<file path="config.mk">
export PLATFORM = sky130hd
export DESIGN_NAME = uart_mailbox_top
export DESIGN_NICKNAME = d
export VERILOG_FILES = /design/src/design/uart_stream_pkg.sv /design/src/design/uart_reg_pkg.sv /design/src/design/uart_mailbox_top.sv /design/src/design/uart_bram_ctrl.sv /design/src/design/uart_rx.sv /design/src/design/uart_tx.sv /design/src/design/stream_fifo.sv
export VERILOG_INCLUDE_DIRS = /design/src /design/src/include
export SDC_FILE = /design/constraint.sdc
export NUM_CORES = 1
export LEC_CHECK = 0
export ABC_AREA = 1
export BUFFER_PORTS_ARGS = -buffer_cell sky130_fd_sc_hd__buf_2
export CORE_ASPECT_RATIO = 1.5
export CORE_MARGIN = 4
export CORE_UTILIZATION = 25
export CTS_CLUSTER_SIZE = 8
export DETAILED_ROUTE_END_ITERATION = 12
export SYNTH_ARGS = -nofsm -noshare
export SYNTH_HDL_FRONTEND = slang
export SYNTH_SLANG_ARGS = --single-unit
</file>
<file path="constraint.sdc">
create_clock -name clk_i -period 2.33 [get_ports clk_i]
set_input_delay 0.466 -clock clk_i [delete_from_list [all_inputs] [get_ports clk_i]]
set_output_delay 0.466 -clock clk_i [all_outputs]
set_load 0.005 [all_outputs]
</file>
<file path="src/include/uart_params.svh">
// Widths, FIFO depth, RAM word map and command step count of the UART mailbox.
// Included by every package and module that sizes a port or a register.

`ifndef UART_PARAMS_SVH
`define UART_PARAMS_SVH

// Serial byte and RAM word geometry.
`define UART_DATA_WIDTH 8
`define UART_MEM_WIDTH  32
`define UART_BYTE_NUM   4
`define UART_ADDR_WIDTH 8

// Entries in each stream FIFO, a power of two.
`define UART_FIFO_DEPTH 16

// Word addresses in the shared RAM.
`define UART_CMD_ADDR  0
`define UART_DIV_ADDR  1
`define UART_CTRL_ADDR 2
`define UART_TX_ADDR   3
`define UART_RX_ADDR   4

// Steps of one command sequence.
`define UART_POLL_DELAY 4

`endif
</file>
<file path="src/design/uart_stream_pkg.sv">
// Payload types of the byte streams between the UART engines and the FIFOs.

`default_nettype none

`include "uart_params.svh"

package uart_stream_pkg;

typedef logic [`UART_DATA_WIDTH-1:0] uart_byte_t;

// One received frame.
typedef struct packed {
    logic       parity_err;
    uart_byte_t data;
} uart_rx_beat_t;

endpackage

`default_nettype wire

</file>
<file path="src/design/uart_reg_pkg.sv">
// Command codes and the layout of the RAM words the host shares with the UART.
// Used by the controller, the UART engines and the testbench.

`default_nettype none

`include "uart_params.svh"

package uart_reg_pkg;

typedef enum logic [`UART_MEM_WIDTH-1:0] {
    NOP_CMD     = 0,
    DIVIDER_CMD = 1,
    CONTROL_CMD = 2,
    TX_DATA_CMD = 3,
    RX_DATA_CMD = 4
} uart_cmd_e;

// Bit 0 is parity_en.
typedef struct packed {
    logic [`UART_MEM_WIDTH-5:0] reserved;
    logic                       rx_flush;
    logic                       tx_flush;
    logic                       parity_odd;
    logic                       parity_en;
} uart_ctrl_t;

// Clock cycles per serial bit, low half of the divider word.
typedef logic [15:0] uart_div_t;

localparam uart_div_t DIV_RESET = 16'd16;

typedef struct packed {
    logic [`UART_MEM_WIDTH-`UART_DATA_WIDTH-2:0] reserved;
    logic                                        parity_err;
    logic [`UART_DATA_WIDTH-1:0]                 data;
} uart_rx_word_t;

endpackage

`default_nettype wire

</file>
<file path="src/design/uart_mailbox_top.sv">
// Top level of the RAM-mailbox UART: controller, TX and RX FIFOs and both engines.
// The RAM sits outside; its port is brought straight out.

`timescale 1ns/1ns
`default_nettype none

`include "uart_params.svh"

module uart_mailbox_top (
    input  logic                        clk_i,
    input  logic                        arstn_i,

    input  logic                        uart_rx_i,
    output logic                        uart_tx_o,

    input  logic [`UART_MEM_WIDTH-1:0]  mem_rdata_i,
    output logic [`UART_MEM_WIDTH-1:0]  mem_wdata_o,
    output logic [`UART_ADDR_WIDTH-1:0] mem_addr_o,
    output logic [`UART_BYTE_NUM-1:0]   mem_wr_en_o
);

import uart_reg_pkg::*;
import uart_stream_pkg::*;

uart_div_t     div;
uart_ctrl_t    ctrl;

uart_byte_t    tx_push_beat;
logic          tx_push_valid;
logic          tx_push_ready;
uart_byte_t    tx_line_beat;
logic          tx_line_valid;
logic          tx_line_ready;

uart_rx_beat_t rx_line_beat;
logic          rx_line_valid;
logic          rx_line_ready;
uart_rx_beat_t rx_pop_beat;
logic          rx_pop_valid;
logic          rx_pop_ready;

uart_bram_ctrl uart_bram_ctrl_inst (
    .clk_i       (clk_i        ),
    .arstn_i     (arstn_i      ),
    .mem_rdata_i (mem_rdata_i  ),
    .mem_wdata_o (mem_wdata_o  ),
    .mem_addr_o  (mem_addr_o   ),
    .mem_wr_en_o (mem_wr_en_o  ),
    .tx_beat_o   (tx_push_beat ),
    .tx_valid_o  (tx_push_valid),
    .tx_ready_i  (tx_push_ready),
    .rx_beat_i   (rx_pop_beat  ),
    .rx_valid_i  (rx_pop_valid ),
    .rx_ready_o  (rx_pop_ready ),
    .div_o       (div          ),
    .ctrl_o      (ctrl         )
);

stream_fifo #(
    .payload_t (uart_byte_t)
) tx_fifo_inst (
    .clk_i     (clk_i        ),
    .arstn_i   (arstn_i      ),
    .clr_i     (ctrl.tx_flush),
    .s_data_i  (tx_push_beat ),
    .s_valid_i (tx_push_valid),
    .s_ready_o (tx_push_ready),
    .m_data_o  (tx_line_beat ),
    .m_valid_o (tx_line_valid),
    .m_ready_i (tx_line_ready)
);

uart_tx uart_tx_inst (
    .clk_i     (clk_i        ),
    .arstn_i   (arstn_i      ),
    .clr_i     (ctrl.tx_flush),
    .div_i     (div          ),
    .ctrl_i    (ctrl         ),
    .data_i    (tx_line_beat ),
    .valid_i   (tx_line_valid),
    .ready_o   (tx_line_ready),
    .uart_tx_o (uart_tx_o    )
);

uart_rx uart_rx_inst (
    .clk_i     (clk_i        ),
    .arstn_i   (arstn_i      ),
    .clr_i     (ctrl.rx_flush),
    .div_i     (div          ),
    .ctrl_i    (ctrl         ),
    .uart_rx_i (uart_rx_i    ),
    .beat_o    (rx_line_beat ),
    .valid_o   (rx_line_valid),
    .ready_i   (rx_line_ready)
);

stream_fifo #(
    .payload_t (uart_rx_beat_t)
) rx_fifo_inst (
    .clk_i     (clk_i        ),
    .arstn_i   (arstn_i      ),
    .clr_i     (ctrl.rx_flush),
    .s_data_i  (rx_line_beat ),
    .s_valid_i (rx_line_valid),
    .s_ready_o (rx_line_ready),
    .m_data_o  (rx_pop_beat  ),
    .m_valid_o (rx_pop_valid ),
    .m_ready_i (rx_pop_ready )
);

endmodule

`default_nettype wire

</file>
<file path="src/design/uart_bram_ctrl.sv">
// Polls the command word in the shared RAM and runs one command at a time.
// Holds the divider and control registers; writes zero to the command word when done.

`timescale 1ns/1ns
`default_nettype none

`include "uart_params.svh"

module uart_bram_ctrl (
    input  logic                           clk_i,
    input  logic                           arstn_i,

    input  logic [`UART_MEM_WIDTH-1:0]     mem_rdata_i,
    output logic [`UART_MEM_WIDTH-1:0]     mem_wdata_o,
    output logic [`UART_ADDR_WIDTH-1:0]    mem_addr_o,
    output logic [`UART_BYTE_NUM-1:0]      mem_wr_en_o,

    output uart_stream_pkg::uart_byte_t    tx_beat_o,
    output logic                           tx_valid_o,
    input  logic                           tx_ready_i,

    input  uart_stream_pkg::uart_rx_beat_t rx_beat_i,
    input  logic                           rx_valid_i,
    output logic                           rx_ready_o,

    output uart_reg_pkg::uart_div_t        div_o,
    output uart_reg_pkg::uart_ctrl_t       ctrl_o
);

import uart_reg_pkg::*;

localparam int AW     = `UART_ADDR_WIDTH;
localparam int STEP_W = $clog2(`UART_POLL_DELAY);

localparam logic [AW-1:0] CMD_ADDR  = AW'(`UART_CMD_ADDR);
localparam logic [AW-1:0] DIV_ADDR  = AW'(`UART_DIV_ADDR);
localparam logic [AW-1:0] CTRL_ADDR = AW'(`UART_CTRL_ADDR);
localparam logic [AW-1:0] TX_ADDR   = AW'(`UART_TX_ADDR);
localparam logic [AW-1:0] RX_ADDR   = AW'(`UART_RX_ADDR);

localparam logic [STEP_W-1:0] STEP_ADDR  = '0;
localparam logic [STEP_W-1:0] STEP_WRITE = STEP_W'(1);
localparam logic [STEP_W-1:0] STEP_DATA  = STEP_W'(2);
localparam logic [STEP_W-1:0] STEP_ACK   = STEP_W'(`UART_POLL_DELAY - 1);

typedef enum logic [2:0] {
    IDLE,
    DIVIDER,
    CONTROL,
    TX_DATA,
    RX_DATA
} state_e;

state_e            state;
logic [STEP_W-1:0] step;
logic              tx_load;
uart_rx_word_t     rx_word;

assign rx_ready_o = (state == RX_DATA) && (step == STEP_ADDR);
assign tx_load    = (state == TX_DATA) && (step == STEP_DATA) && ~tx_valid_o;

assign rx_word.reserved   = '0;
assign rx_word.parity_err = rx_beat_i.parity_err;
assign rx_word.data       = rx_beat_i.data;

always_ff @(posedge clk_i or negedge arstn_i) begin
    if (~arstn_i) begin
        state       <= IDLE;
        step        <= '0;
        mem_addr_o  <= CMD_ADDR;
        mem_wdata_o <= '0;
        mem_wr_en_o <= '0;
        tx_valid_o  <= 1'b0;
        div_o       <= DIV_RESET;
        ctrl_o      <= '0;
    end else begin
        step        <= step + 1'b1;
        mem_wr_en_o <= '0;
        case (state)
            IDLE: begin
                mem_addr_o <= CMD_ADDR;
                // After an acknowledge the read back needs two cycles to show NOP.
                if (step == STEP_DATA) begin
                    step <= STEP_DATA;
                    case (uart_cmd_e'(mem_rdata_i))
                        DIVIDER_CMD: state <= DIVIDER;
                        CONTROL_CMD: state <= CONTROL;
                        TX_DATA_CMD: state <= TX_DATA;
                        RX_DATA_CMD: state <= RX_DATA;
                        default:     ;
                    endcase
                    if (uart_cmd_e'(mem_rdata_i) inside {DIVIDER_CMD, CONTROL_CMD,
                                                         TX_DATA_CMD, RX_DATA_CMD}) begin
                        step <= STEP_ADDR;
                    end
                end
            end
            DIVIDER: begin
                if (step == STEP_ADDR) begin
                    mem_addr_o <= DIV_ADDR;
                end
                if (step == STEP_DATA) begin
                    div_o <= mem_rdata_i[$bits(uart_div_t)-1:0];
                end
            end
            CONTROL: begin
                if (step == STEP_ADDR) begin
                    mem_addr_o <= CTRL_ADDR;
                end
                if (step == STEP_DATA) begin
                    ctrl_o <= uart_ctrl_t'(mem_rdata_i);
                end
            end
            TX_DATA: begin
                if (step == STEP_ADDR) begin
                    mem_addr_o <= TX_ADDR;
                end
                // Stay here until the TX FIFO takes the byte.
                if (step == STEP_DATA) begin
                    if (tx_valid_o && tx_ready_i) begin
                        tx_valid_o <= 1'b0;
                    end else begin
                        tx_valid_o <= 1'b1;
                        step       <= step;
                    end
                end
            end
            RX_DATA: begin
                if (step == STEP_ADDR) begin
                    if (rx_valid_i) begin
                        mem_wdata_o <= rx_word;
                    end else begin
                        step <= step;
                    end
                end
                if (step == STEP_WRITE) begin
                    mem_addr_o  <= RX_ADDR;
                    mem_wr_en_o <= '1;
                end
            end
            default: state <= IDLE;
        endcase

        // Acknowledge, shared by every command.
        if (state != IDLE && step == STEP_ACK) begin
            mem_addr_o  <= CMD_ADDR;
            mem_wdata_o <= NOP_CMD;
            mem_wr_en_o <= '1;
            state       <= IDLE;
            step        <= '0;
        end
    end
end

always_ff @(posedge clk_i) begin
    if (tx_load) begin
        tx_beat_o <= mem_rdata_i[`UART_DATA_WIDTH-1:0];
    end
end

// A pending TX beat keeps its byte until the FIFO accepts it.
a_tx_hold: assert property (@(posedge clk_i) disable iff (~arstn_i)
    (tx_valid_o && !tx_ready_i) |=> (tx_valid_o && $stable(tx_beat_o)));

// RAM writes are whole words, to the command or the RX word only.
a_wr_en_word: assert property (@(posedge clk_i) disable iff (~arstn_i)
    (mem_wr_en_o != '0) |->
        ((mem_wr_en_o == '1) && (mem_addr_o == CMD_ADDR || mem_addr_o == RX_ADDR)));

endmodule

`default_nettype wire

</file>
<file path="src/design/uart_rx.sv">
// Serial receiver: two-flop line synchronizer, start detection and mid-bit sampling.
// Pushes one beat per frame with the parity check result in parity_err.

`timescale 1ns/1ns
`default_nettype none

`include "uart_params.svh"

module uart_rx (
    input  logic                           clk_i,
    input  logic                           arstn_i,
    input  logic                           clr_i,

    input  uart_reg_pkg::uart_div_t        div_i,
    input  uart_reg_pkg::uart_ctrl_t       ctrl_i,

    input  logic                           uart_rx_i,

    output uart_stream_pkg::uart_rx_beat_t beat_o,
    output logic                           valid_o,
    input  logic                           ready_i
);

import uart_reg_pkg::*;

localparam int IDX_W = $clog2(`UART_DATA_WIDTH);

typedef enum logic [2:0] {
    RX_IDLE,
    RX_START,
    RX_DATA,
    RX_PARITY,
    RX_STOP
} rx_state_e;

rx_state_e                   state;
logic [1:0]                  sync_q;
logic                        line;
logic                        tick;
uart_div_t                   baud_cnt;
logic [IDX_W-1:0]            bit_idx;
logic [`UART_DATA_WIDTH-1:0] data_q;
logic                        parity_err_q;

assign line              = sync_q[1];
assign tick              = (baud_cnt == '0);
assign beat_o.data       = data_q;
assign beat_o.parity_err = parity_err_q;

always_ff @(posedge clk_i or negedge arstn_i) begin
    if (~arstn_i) begin
        sync_q <= '1;
    end else begin
        sync_q <= {sync_q[0], uart_rx_i};
    end
end

always_ff @(posedge clk_i or negedge arstn_i) begin
    if (~arstn_i) begin
        state    <= RX_IDLE;
        baud_cnt <= '0;
        bit_idx  <= '0;
        valid_o  <= 1'b0;
    end else if (clr_i) begin
        state   <= RX_IDLE;
        valid_o <= 1'b0;
    end else begin
        baud_cnt <= baud_cnt - 1'b1;
        if (ready_i) begin
            valid_o <= 1'b0;
        end
        case (state)
            RX_IDLE: begin
                // Half a bit first, so every later sample falls mid-bit.
                if (~line) begin
                    state    <= RX_START;
                    baud_cnt <= (div_i >> 1) - 1'b1;
                end
            end
            RX_START: begin
                if (tick) begin
                    if (~line) begin
                        // A beat the FIFO never took is lost here.
                        state    <= RX_DATA;
                        baud_cnt <= div_i - 1'b1;
                        bit_idx  <= '0;
                        valid_o  <= 1'b0;
                    end else begin
                        state <= RX_IDLE;
                    end
                end
            end
            RX_DATA: begin
                if (tick) begin
                    baud_cnt <= div_i - 1'b1;
                    bit_idx  <= bit_idx + 1'b1;
                    if (bit_idx == '1) begin
                        state <= ctrl_i.parity_en ? RX_PARITY : RX_STOP;
                    end
                end
            end
            RX_PARITY: begin
                if (tick) begin
                    baud_cnt <= div_i - 1'b1;
                    state    <= RX_STOP;
                end
            end
            RX_STOP: begin
                if (tick) begin
                    state   <= RX_IDLE;
                    valid_o <= 1'b1;
                end
            end
            default: state <= RX_IDLE;
        endcase
    end
end

always_ff @(posedge clk_i) begin
    if (state == RX_START && tick) begin
        parity_err_q <= 1'b0;
    end
    if (state == RX_DATA && tick) begin
        data_q <= {line, data_q[`UART_DATA_WIDTH-1:1]};
    end
    if (state == RX_PARITY && tick) begin
        parity_err_q <= line ^ (^data_q) ^ ctrl_i.parity_odd;
    end
end

endmodule

`default_nettype wire

</file>
<file path="src/design/uart_tx.sv">
// Serial transmitter: start bit, 8 data bits LSB first, optional parity, one stop bit.
// Each bit lasts div_i cycles; ready_o is high only between frames.

`timescale 1ns/1ns
`default_nettype none

`include "uart_params.svh"

module uart_tx (
    input  logic                        clk_i,
    input  logic                        arstn_i,
    input  logic                        clr_i,

    input  uart_reg_pkg::uart_div_t     div_i,
    input  uart_reg_pkg::uart_ctrl_t    ctrl_i,

    input  uart_stream_pkg::uart_byte_t data_i,
    input  logic                        valid_i,
    output logic                        ready_o,

    output logic                        uart_tx_o
);

import uart_reg_pkg::*;

localparam int FRAME_W = `UART_DATA_WIDTH + 3;
localparam int CNT_W   = $clog2(FRAME_W + 1);

logic [FRAME_W-1:0] shift_q;
logic [CNT_W-1:0]   bits_left;
uart_div_t          baud_cnt;
logic               busy;
logic               parity_bit;

// Even parity is the XOR of the data bits.
assign parity_bit = (^data_i) ^ ctrl_i.parity_odd;
assign ready_o    = ~busy;
assign uart_tx_o  = shift_q[0];

always_ff @(posedge clk_i or negedge arstn_i) begin
    if (~arstn_i) begin
        shift_q   <= '1;
        bits_left <= '0;
        baud_cnt  <= '0;
        busy      <= 1'b0;
    end else if (clr_i) begin
        shift_q   <= '1;
        bits_left <= '0;
        busy      <= 1'b0;
    end else if (~busy) begin
        if (valid_i) begin
            // Without parity the top two bits are both stop level.
            shift_q   <= {1'b1, ctrl_i.parity_en ? parity_bit : 1'b1, data_i, 1'b0};
            bits_left <= ctrl_i.parity_en ? CNT_W'(FRAME_W) : CNT_W'(FRAME_W - 1);
            baud_cnt  <= div_i - 1'b1;
            busy      <= 1'b1;
        end
    end else if (baud_cnt == '0) begin
        shift_q   <= {1'b1, shift_q[FRAME_W-1:1]};
        bits_left <= bits_left - 1'b1;
        baud_cnt  <= div_i - 1'b1;
        if (bits_left == CNT_W'(1)) begin
            busy <= 1'b0;
        end
    end else begin
        baud_cnt <= baud_cnt - 1'b1;
    end
end

endmodule

`default_nettype wire

</file>
<file path="src/design/stream_fifo.sv">
// Synchronous valid/ready FIFO for one stream; the payload type is a parameter.
// A pushed beat shows at the output on the next cycle, and clr_i empties it.

`timescale 1ns/1ns
`default_nettype none

`include "uart_params.svh"

module stream_fifo #(
    parameter type payload_t = logic [`UART_DATA_WIDTH-1:0],
    parameter int  DEPTH     = `UART_FIFO_DEPTH
) (
    input  logic     clk_i,
    input  logic     arstn_i,
    input  logic     clr_i,

    input  payload_t s_data_i,
    input  logic     s_valid_i,
    output logic     s_ready_o,

    output payload_t m_data_o,
    output logic     m_valid_o,
    input  logic     m_ready_i
);

localparam int          AW   = $clog2(DEPTH);
localparam logic [AW:0] FULL = (AW + 1)'(DEPTH);

payload_t      mem [DEPTH];
logic [AW-1:0] wr_ptr;
logic [AW-1:0] rd_ptr;
logic [AW:0]   count;
logic          push;
logic          pop;

assign s_ready_o = (count != FULL);
assign m_valid_o = (count != '0);
assign m_data_o  = mem[rd_ptr];
assign push      = s_valid_i & s_ready_o;
assign pop       = m_valid_o & m_ready_i;

always_ff @(posedge clk_i) begin
    if (push) begin
        mem[wr_ptr] <= s_data_i;
    end
end

always_ff @(posedge clk_i or negedge arstn_i) begin
    if (~arstn_i) begin
        wr_ptr <= '0;
        rd_ptr <= '0;
        count  <= '0;
    end else if (clr_i) begin
        wr_ptr <= '0;
        rd_ptr <= '0;
        count  <= '0;
    end else begin
        if (push) begin
            wr_ptr <= wr_ptr + 1'b1;
        end
        if (pop) begin
            rd_ptr <= rd_ptr + 1'b1;
        end
        case ({push, pop})
            2'b10:   count <= count + 1'b1;
            2'b01:   count <= count - 1'b1;
            default: ;
        endcase
    end
end

// Occupancy never runs past full, and a full FIFO has its pointers level.
a_no_push_full: assert property (@(posedge clk_i) disable iff (~arstn_i)
    (count <= FULL) && ((count == FULL) -> (wr_ptr == rd_ptr)));
// An empty FIFO has nothing between its pointers.
a_no_pop_empty: assert property (@(posedge clk_i) disable iff (~arstn_i)
    (count == '0) |-> (wr_ptr == rd_ptr));

endmodule

`default_nettype wire

</file>
Word level (Yosys, flattened, before mapping)
Memories as Yosys holds them, arrays and structs flattened.
Index checks and enable logic that the tools add are counted.
- register bits after elaboration: 170
- RAM bits: 272
- input bits: 35
- output and inout port bits: 45
- logic and storage cells: 232
- memories: 2
- memories (name ; depth ; bits a word ; rd ports ; clocked after Yosys merged registers in ; wr ports ; line ; RTL):
    rx_fifo_inst.mem ; 16 ; 9 ; 1 ; 0 ; 1 ; stream_fifo.sv:29 ; payload_t mem [DEPTH];
    tx_fifo_inst.mem ; 16 ; 8 ; 1 ; 0 ; 1 ; stream_fifo.sv:29 ;
- $add $sub $neg: 15
- eq/ne operators: 42
- multiplexer cells: 87
- bitwise gates (word level): 11
- reduce and logical (&&, ||, !) cells: 46
- operators with widths (operator ; number):
    32-bit 2-to-1 mux ; 4
    16-bit 2-to-1 mux ; 7
    32-bit by 2-bit == test with 1-bit output, second input constant ; 2
    4-bit 2-to-1 mux ; 15
    16-bit case mux with 3 select lines ; 1
    16-bit by 1-bit subtractor with 16-bit output, second input constant ; 3
    11-bit 2-to-1 mux ; 4
    8-bit 2-to-1 mux ; 5
    8-bit case mux with 5 select lines ; 1
    3-bit 2-to-1 mux ; 13
    32-bit by 1-bit == test with 1-bit output, second input constant ; 1
    32-bit by 3-bit == test with 1-bit output, second input constant ; 1
    16-bit zero test ; 2
    5-bit case mux with 2 select lines ; 2
    2-bit nonzero test ; 10
    1-bit 2-to-1 mux ; 19
    3-bit by 2-bit inequality test with 1-bit output, second input constant ; 6
    4-bit by 1-bit adder with 4-bit output, second input constant ; 4
    2-bit 2-to-1 mux ; 8
    8-bit parity ; 2
    15-bit by 1-bit subtractor with 16-bit output, second input constant ; 1
    3-bit case mux with 5 select lines ; 1
    3-bit by 2-bit == test with 1-bit output, second input constant ; 4
    3-bit case mux with 2 select lines ; 2
    other kinds (38) ; 83

Logic depth before layout (Yosys ltp)
An unclocked memory read counts as a cell.
- depth after elaboration: 7
- depth in mapped cells: 19
- mapped depth without buffers: 18

By module
From an unflattened synthesis, not the netlist that was laid out.
- cells, all modules: 2168
- area total of the unflattened synthesis: 21192.8 sq um
- by module, submodules not included (module ; instances ; cells each ; area each (sq um) ; sequential area each (sq um)):
    stream_fifo at rx_fifo_inst ; 1 ; 511 ; 6478.7 ; 4649.5
    stream_fifo at tx_fifo_inst ; 1 ; 472 ; 5889.4 ; 4169.0
    uart_bram_ctrl ; 1 ; 359 ; 3438.3 ; 1918.1
    uart_rx ; 1 ; 444 ; 2851.5 ; 898.4
    uart_tx ; 1 ; 382 ; 2534.9 ; 788.3

Worst setup path after synthesis
OpenSTA, ideal clock, no wires.
- path kind: register to register
- start point: reg tx_fifo_inst.count[1]
- end point: reg tx_fifo_inst.count[4]
- setup time: 0.128 ns
- data arrival time: 2.342 ns
- required time: 2.202 ns
- slack: -0.140 ns
- stages on the path, launching flop included: 12
- buffers on the path: 0
- clock period less this slack: 2.470 ns
- path through: dfrtp_1 > nor4_2 > nand2_1 > nand2_1 > inv_2 > nor2_1 > inv_2 > fa_1 > o21ai_0 > xor2_1 > xnor2_1 > o22ai_1
- cells in the longest elaborated chain, start to end: 5
- elaborated cells on any way between the ends: 11
- classes of those cells: 2 x add/sub; 3 x eq/ne; 2 x mux; 2 x bitwise; 2 x reduce/logical
- RTL lines (what ; line ; RTL):
    from (decl) ; stream_fifo.sv:32 ; logic [AW:0] count;
    from (signal assigned) ; stream_fifo.sv:65 ; 2'b10: count <= count + 1'b1;
    from (signal assigned) ; stream_fifo.sv:66 ; 2'b01: count <= count - 1'b1;
    5-bit inequality test / 5-bit nonzero test (equally long branches) ; stream_fifo.sv:36, stream_fifo.sv:37 ;
    1-bit bitwise AND (on tied branches) ; stream_fifo.sv:39, stream_fifo.sv:40 ;
    2-bit by 1-bit == test with 1-bit output / 2-bit == test (equally long branches) ; stream_fifo.sv:64 ; case ({push, pop})
    5-bit case mux with 2 select lines ; stream_fifo.sv:64 ;
    5-bit 2-to-1 mux ; stream_fifo.sv:53 ; end else if (clr_i) begin
Several ways; a longest one is shown, not always the timed one.
A chain may end at the register's enable or synchronous reset.

Final worst setup path
- start point: reg uart_tx_inst.baud_cnt[4]
- end point: reg uart_tx_inst.baud_cnt[2]
- cells in the longest elaborated chain, start to end: 3
- RTL lines (what ; line ; RTL):
    from (decl) ; uart_tx.sv:31 ; uart_div_t baud_cnt;
    from (signal assigned) ; uart_tx.sv:55 ; baud_cnt <= div_i - 1'b1;
    from (signal assigned) ; uart_tx.sv:61 ; baud_cnt <= div_i - 1'b1;
    from (signal assigned) ; uart_tx.sv:66 ; baud_cnt <= baud_cnt - 1'b1;
    16-bit zero test ; uart_tx.sv:58 ; end else if (baud_cnt == '0) begin
    16-bit 2-to-1 mux ; uart_tx.sv:58 ;
    16-bit 2-to-1 mux ; uart_tx.sv:50 ; end else if (~busy) begin
Every way passes these cells.

==> summary.txt <==
Yosys
  – Synth Area in Simple Gates: 17.02%
  – Post-synthesis mux area share: less than 1%
  – Area share of xor/xnor cells in the synthesized design: around 2.3%
  – Number of flops mapped to enable cells by yosys: about 290
  – Synth warnings: 0
  – Ys async rst share: between 20 and 30%
  – Synth Area in Compound Gates: between 10% and 20%
  – Yosys cell types: 51
  – Synthesized instance count: ~1.9k
  – Main combinational cell family by area after synthesis: simple AND/OR/NAND/NOR gates
  – Syn_area_per_cell: 9.999 um^2
  – Sequential-to-total area share from yosys stat: 61.35%
  – Netlist Area Pre-Place: 19110 um^2
  – Adder-Cell Fraction of Synth Area: between 2 and 2.5%
  – Synth Flop Type: edfxtp_1
  – Flops & latches, synth: 410

Cells and area
  – Final instance area: 22890 um^2
  – Register Area: ~12000 um^2
  – Ratio of cells with drive above 1 in the final layout: roughly 14%
  – Final net count: approximately 2.1k
  – Footprint of the multi-input gates: about 6500 um^2
  – Filler Cells Inserted: a little under 8k
  – Total inserted antenna cells: 0
  – Synthesis-to-finish area growth: 19.79%
  – Final core occ: between 30% and 40%

Pwr
  – Clock share of power: between 40% and 50%
  – Worst vdd ir: about 0.56 mV
  – Internal power: between 10 and 15 mW
  – Combinational power share: 2.1%
  – Power per Cell Area: roughly 700 nW/um^2
  – Switching Fraction: 21.38%
  – Reg power frac: 48.8%
  – NetSw: ~3.4 mW
  – LEAKAGE: ~9 nW

Global route
  – First-pass GRT wire length: approximately 76 mm
  – Vias in the first global route: ~14k
  – GRT overflow: 0
  – Total track usage: between 10% and 20%
  – Initial antenna violation count: 0
  – Pin count of the biggest net entering global routing: between 50 and 60

Worst setup path
  – Worst-path cell chain: or2_1, nor3_1, nand4_1, nand2_2, clkinvlp_4, buf_4, o211ai_1, o21ai_0
  – Worst Path Required: around 2.8 ns
  – RR Startpoint: uart_tx_inst.baud_cnt[4]
  – Highest-delay cell along the critical path: dfrtp_1
  – Endpoint class of the critical path: register
  – Delay-heaviest family, CP: simple AND/OR/NAND/NOR gates
  – Worst setup path category: reg2reg
  – Critical path launch point type: register
  – R2r endpoint: uart_tx_inst.baud_cnt[2]
  – Crit path DAT: around 2.7 ns
  – Critical path launch point: uart_tx_inst.baud_cnt[4]
  – Worst-path fanout max: 9
  – R2r setup slk: 0.15 ns
  – Buf/Inv on CP: 2
  – Max stage delay on crit path: approximately 0.40 ns
  – R2R depth: 8

Placed design
  – Post-Place Cell Area: 20970 um^2
  – Post-DP HPWL: roughly 34 mm
  – Port Buffer Count: 51
  – GPL Wtd Cong: approximately 0.84

Timing
  – Fin crit period: approximately 2.2 ns
  – Slew Viols, Final: 0
  – Worst-Margin Slew: slightly below 1 ns
  – Fin. Hold Viols: 0
  – Slew headroom: 34.17%
  – Tcrit/Tclk final: 93.73%
  – RSZ-0062 raised after global routing: yes
  – Clock Skews: between 0.04 and 0.05 ns
  – Setup violators final: 0
  – Max Fclk: approximately 460 MHz
  – Final TNS setup: 0 ns

Clocking
  – Clk pin slew, worst setup/hold paths: about 0.05 ns
  – CTS tree: done
  – CTS buffer count: 57
  – Clock Latency Late Sink: roughly 0.63 ns
  – Clock buffer depth: 3
  – Root Driver: clkbuf_16
  – CTS H-Tree Depth: 2
  – CTS sink cnt: between 400 and 500

Detailed routing
  – Pre-Repair DR Iteration Count: 5
  – Via count: between 10k and 15k
  – Vias per cell: roughly 4.6
  – DRC Markers: 0
  – Routed WL per cell: around 16 um
  – Routed WL: 49.58 mm
  – Initial DRC count: around 800
  – Routed Antenna Nets: 0

Floorplanning
  – Number of cell rows: between 100 and 150
  – Initial Utilization: 25.34%
  – Die Y: 346.6 um
  – Total die area: 81010 um^2
  – Die X: 233.7 um
  – Core Region: between 70000 and 80000 um^2
  – IO Count: 80

Run status
  – Status: finished clean

Hold path
  – Hold wc startpoint: mem_rdata_i[10]
  – Hold crit path type: in2reg
  – Hold EP: uart_bram_ctrl_inst.div_o[10]
  – WHS Path Cells: 2

Flow run
  – Max-cap viol count: 0
-- state kept, by name (all words and copies together), names as in the netlist, 5 cells and up --
| name | count |
|---|---|
| uart_rx_inst.data_q | 8 |
| uart_tx_inst.baud_cnt | 16 |
| uart_rx_inst.baud_cnt | 16 |
| uart_bram_ctrl_inst.mem_wdata_o | 9 |
| uart_tx_inst.shift_q | 10 |
| rx_fifo_inst.mem | 144 |
| rx_fifo_inst.count | 5 |
| uart_bram_ctrl_inst.tx_beat_o | 8 |
| uart_bram_ctrl_inst.div_o | 16 |
| tx_fifo_inst.count | 5 |
| tx_fifo_inst.mem | 128 |
-- cell type report --
cell class / instances / share of cell area (%)
Sequential cell: 410 / 51.22
Inverter: 153 / 2.547
Clock buffer: 102 / 6.969
Timing Repair Buffer: 152 / 4.969
Tap cell: 1000 / 5.466
Multi-Input combinational cell: 1276 / 28.30
Clock inverter: 4 / 0.5248
-- through the flow --
step	power, mW	hold slack [ns]	setup slack [ns]	instances
after CTS	16.22	0.09243	0.03281	3088
final	16.03	0.1196	0.1460	3097
after floorplan	8.148	0.1704	0.01842	1938
after global routing	16.51	0.1101	-0.06763	3097
after detailed placement	8.285	0.3581	0.008680	2980
after global placement	8.282	0.3563	-0.02576	2980
-- logic make-up after synthesis --
kind of cell | after synthesis
xor+xnor | 49
compound gates | 373
other cells | 1
buf+inv | 252
flops | 410
simple gates | 793
mux | 1
fa+ha+maj | 32
-- power groups by stage --
stage | clock network (mW) | registers (mW) | logic, mW
4_1_cts | 8.07 | 7.82 | 0.330
6_report | 7.88 | 7.82 | 0.330
2_1_floorplan | 0 | 7.95 | 0.201
5_1_grt | 8.31 | 7.82 | 0.378
3_5_place_dp | 0 | 7.96 | 0.325
3_3_place_gp | 0 | 7.96 | 0.322
-- cells in the mapped netlist (2+ instances only) --
master	number	area share, %
a21oi_1	60	1.6
o31ai_1	4	0.16
nor2_1	260	5.1
o21ai_1	5	0.13
o21a_1	3	0.12
fa_1	2	0.21
or2_1	2	0.065
xor2_1	35	1.6
ha_1	30	2.0
dfrtp_1	108	14
nand2_1	381	7.5
xnor2_1	13	0.60
clkbuf_1	45	0.88
o21ai_0	201	5.3
buf_2	14	0.37
o311ai_0	2	0.092
o211ai_1	5	0.20
nand2_2	8	0.26
nor2_2	3	0.098
nor3_1	16	0.42
a21oi_2	5	0.23
buf_1	2	0.039
o22ai_1	43	1.4
a211oi_1	3	0.12
buf_6	3	0.18
or2_2	5	0.16
dfstp_2	13	1.8
clkinv_1	2	0.039
edfxtp_1	289	45
inv_1	138	2.7
a32oi_1	7	0.32
nor4_1	12	0.39
a31oi_1	3	0.098
a32o_1	11	0.58
inv_2	12	0.24
nand3_1	85	2.2
nand4_1	13	0.43
nor2_4	3	0.18
buf_4	35	1.4
o221ai_1	19	0.87
-- what timing repair did --
action | in CTS | in global routing
pin swaps | 0 | 12
endpoints found under the hold margin | 34 | 0
hold buffers | 2 | 0
setup buffers | 0 | 9
resized for setup | 3 | 33
setup endpoints to repair | 3 | 87
-- cells in the final DEF, fill, tap and decap left out, drive strengths merged, types with 2 or more instances in the layout --
| cell type | count |
|---|---|
| o31ai | 4 |
| o22ai | 43 |
| dfstp | 13 |
| or2 | 8 |
| o21ai | 206 |
| ha | 30 |
| inv | 150 |
| nor4 | 13 |
| a32oi | 7 |
| conb | 28 |
| nor3 | 16 |
| a31oi | 3 |
| o311ai | 2 |
| nor2 | 266 |
| nand3 | 85 |
| a32o | 11 |
| o211ai | 5 |
| clkbuf | 102 |
| nand4 | 13 |
| xnor2 | 14 |
| a21oi | 65 |
| dfrtp | 108 |
| o21a | 3 |
| xor2 | 35 |
| fa | 2 |
| dlygate4sd3 | 2 |
| edfxtp | 289 |
| nand2 | 389 |
| clkinv | 5 |
| o221ai | 19 |
| a211oi | 3 |
| buf | 150 |
-- how the worst max path moves through the flow --
stage / end / slack [ns] / depth (start not counted)
finish: uart_tx_inst.baud_cnt[2] / 0.15 / 8
global route: rx_fifo_inst.mem[5][6] / -0.07 / 7
CTS: tx_fifo_inst.count[4] / 0.03 / 11
detailed placement: uart_rx_inst.baud_cnt[10] / 0.009 / 12
global placement: tx_fifo_inst.count[4] / -0.03 / 11
floorplan: tx_fifo_inst.count[4] / 0.02 / 11
-- routing by layer --
metal  vias up  GRT usage, %  wire, um
met5         -             0         0
met2       385         21.90     25970
met4         0         6.261      2596
met1      6831         12.86     18870
li1       6804             -         -
met3       144         1.604      2141
(Power assumes the default switching activity.)
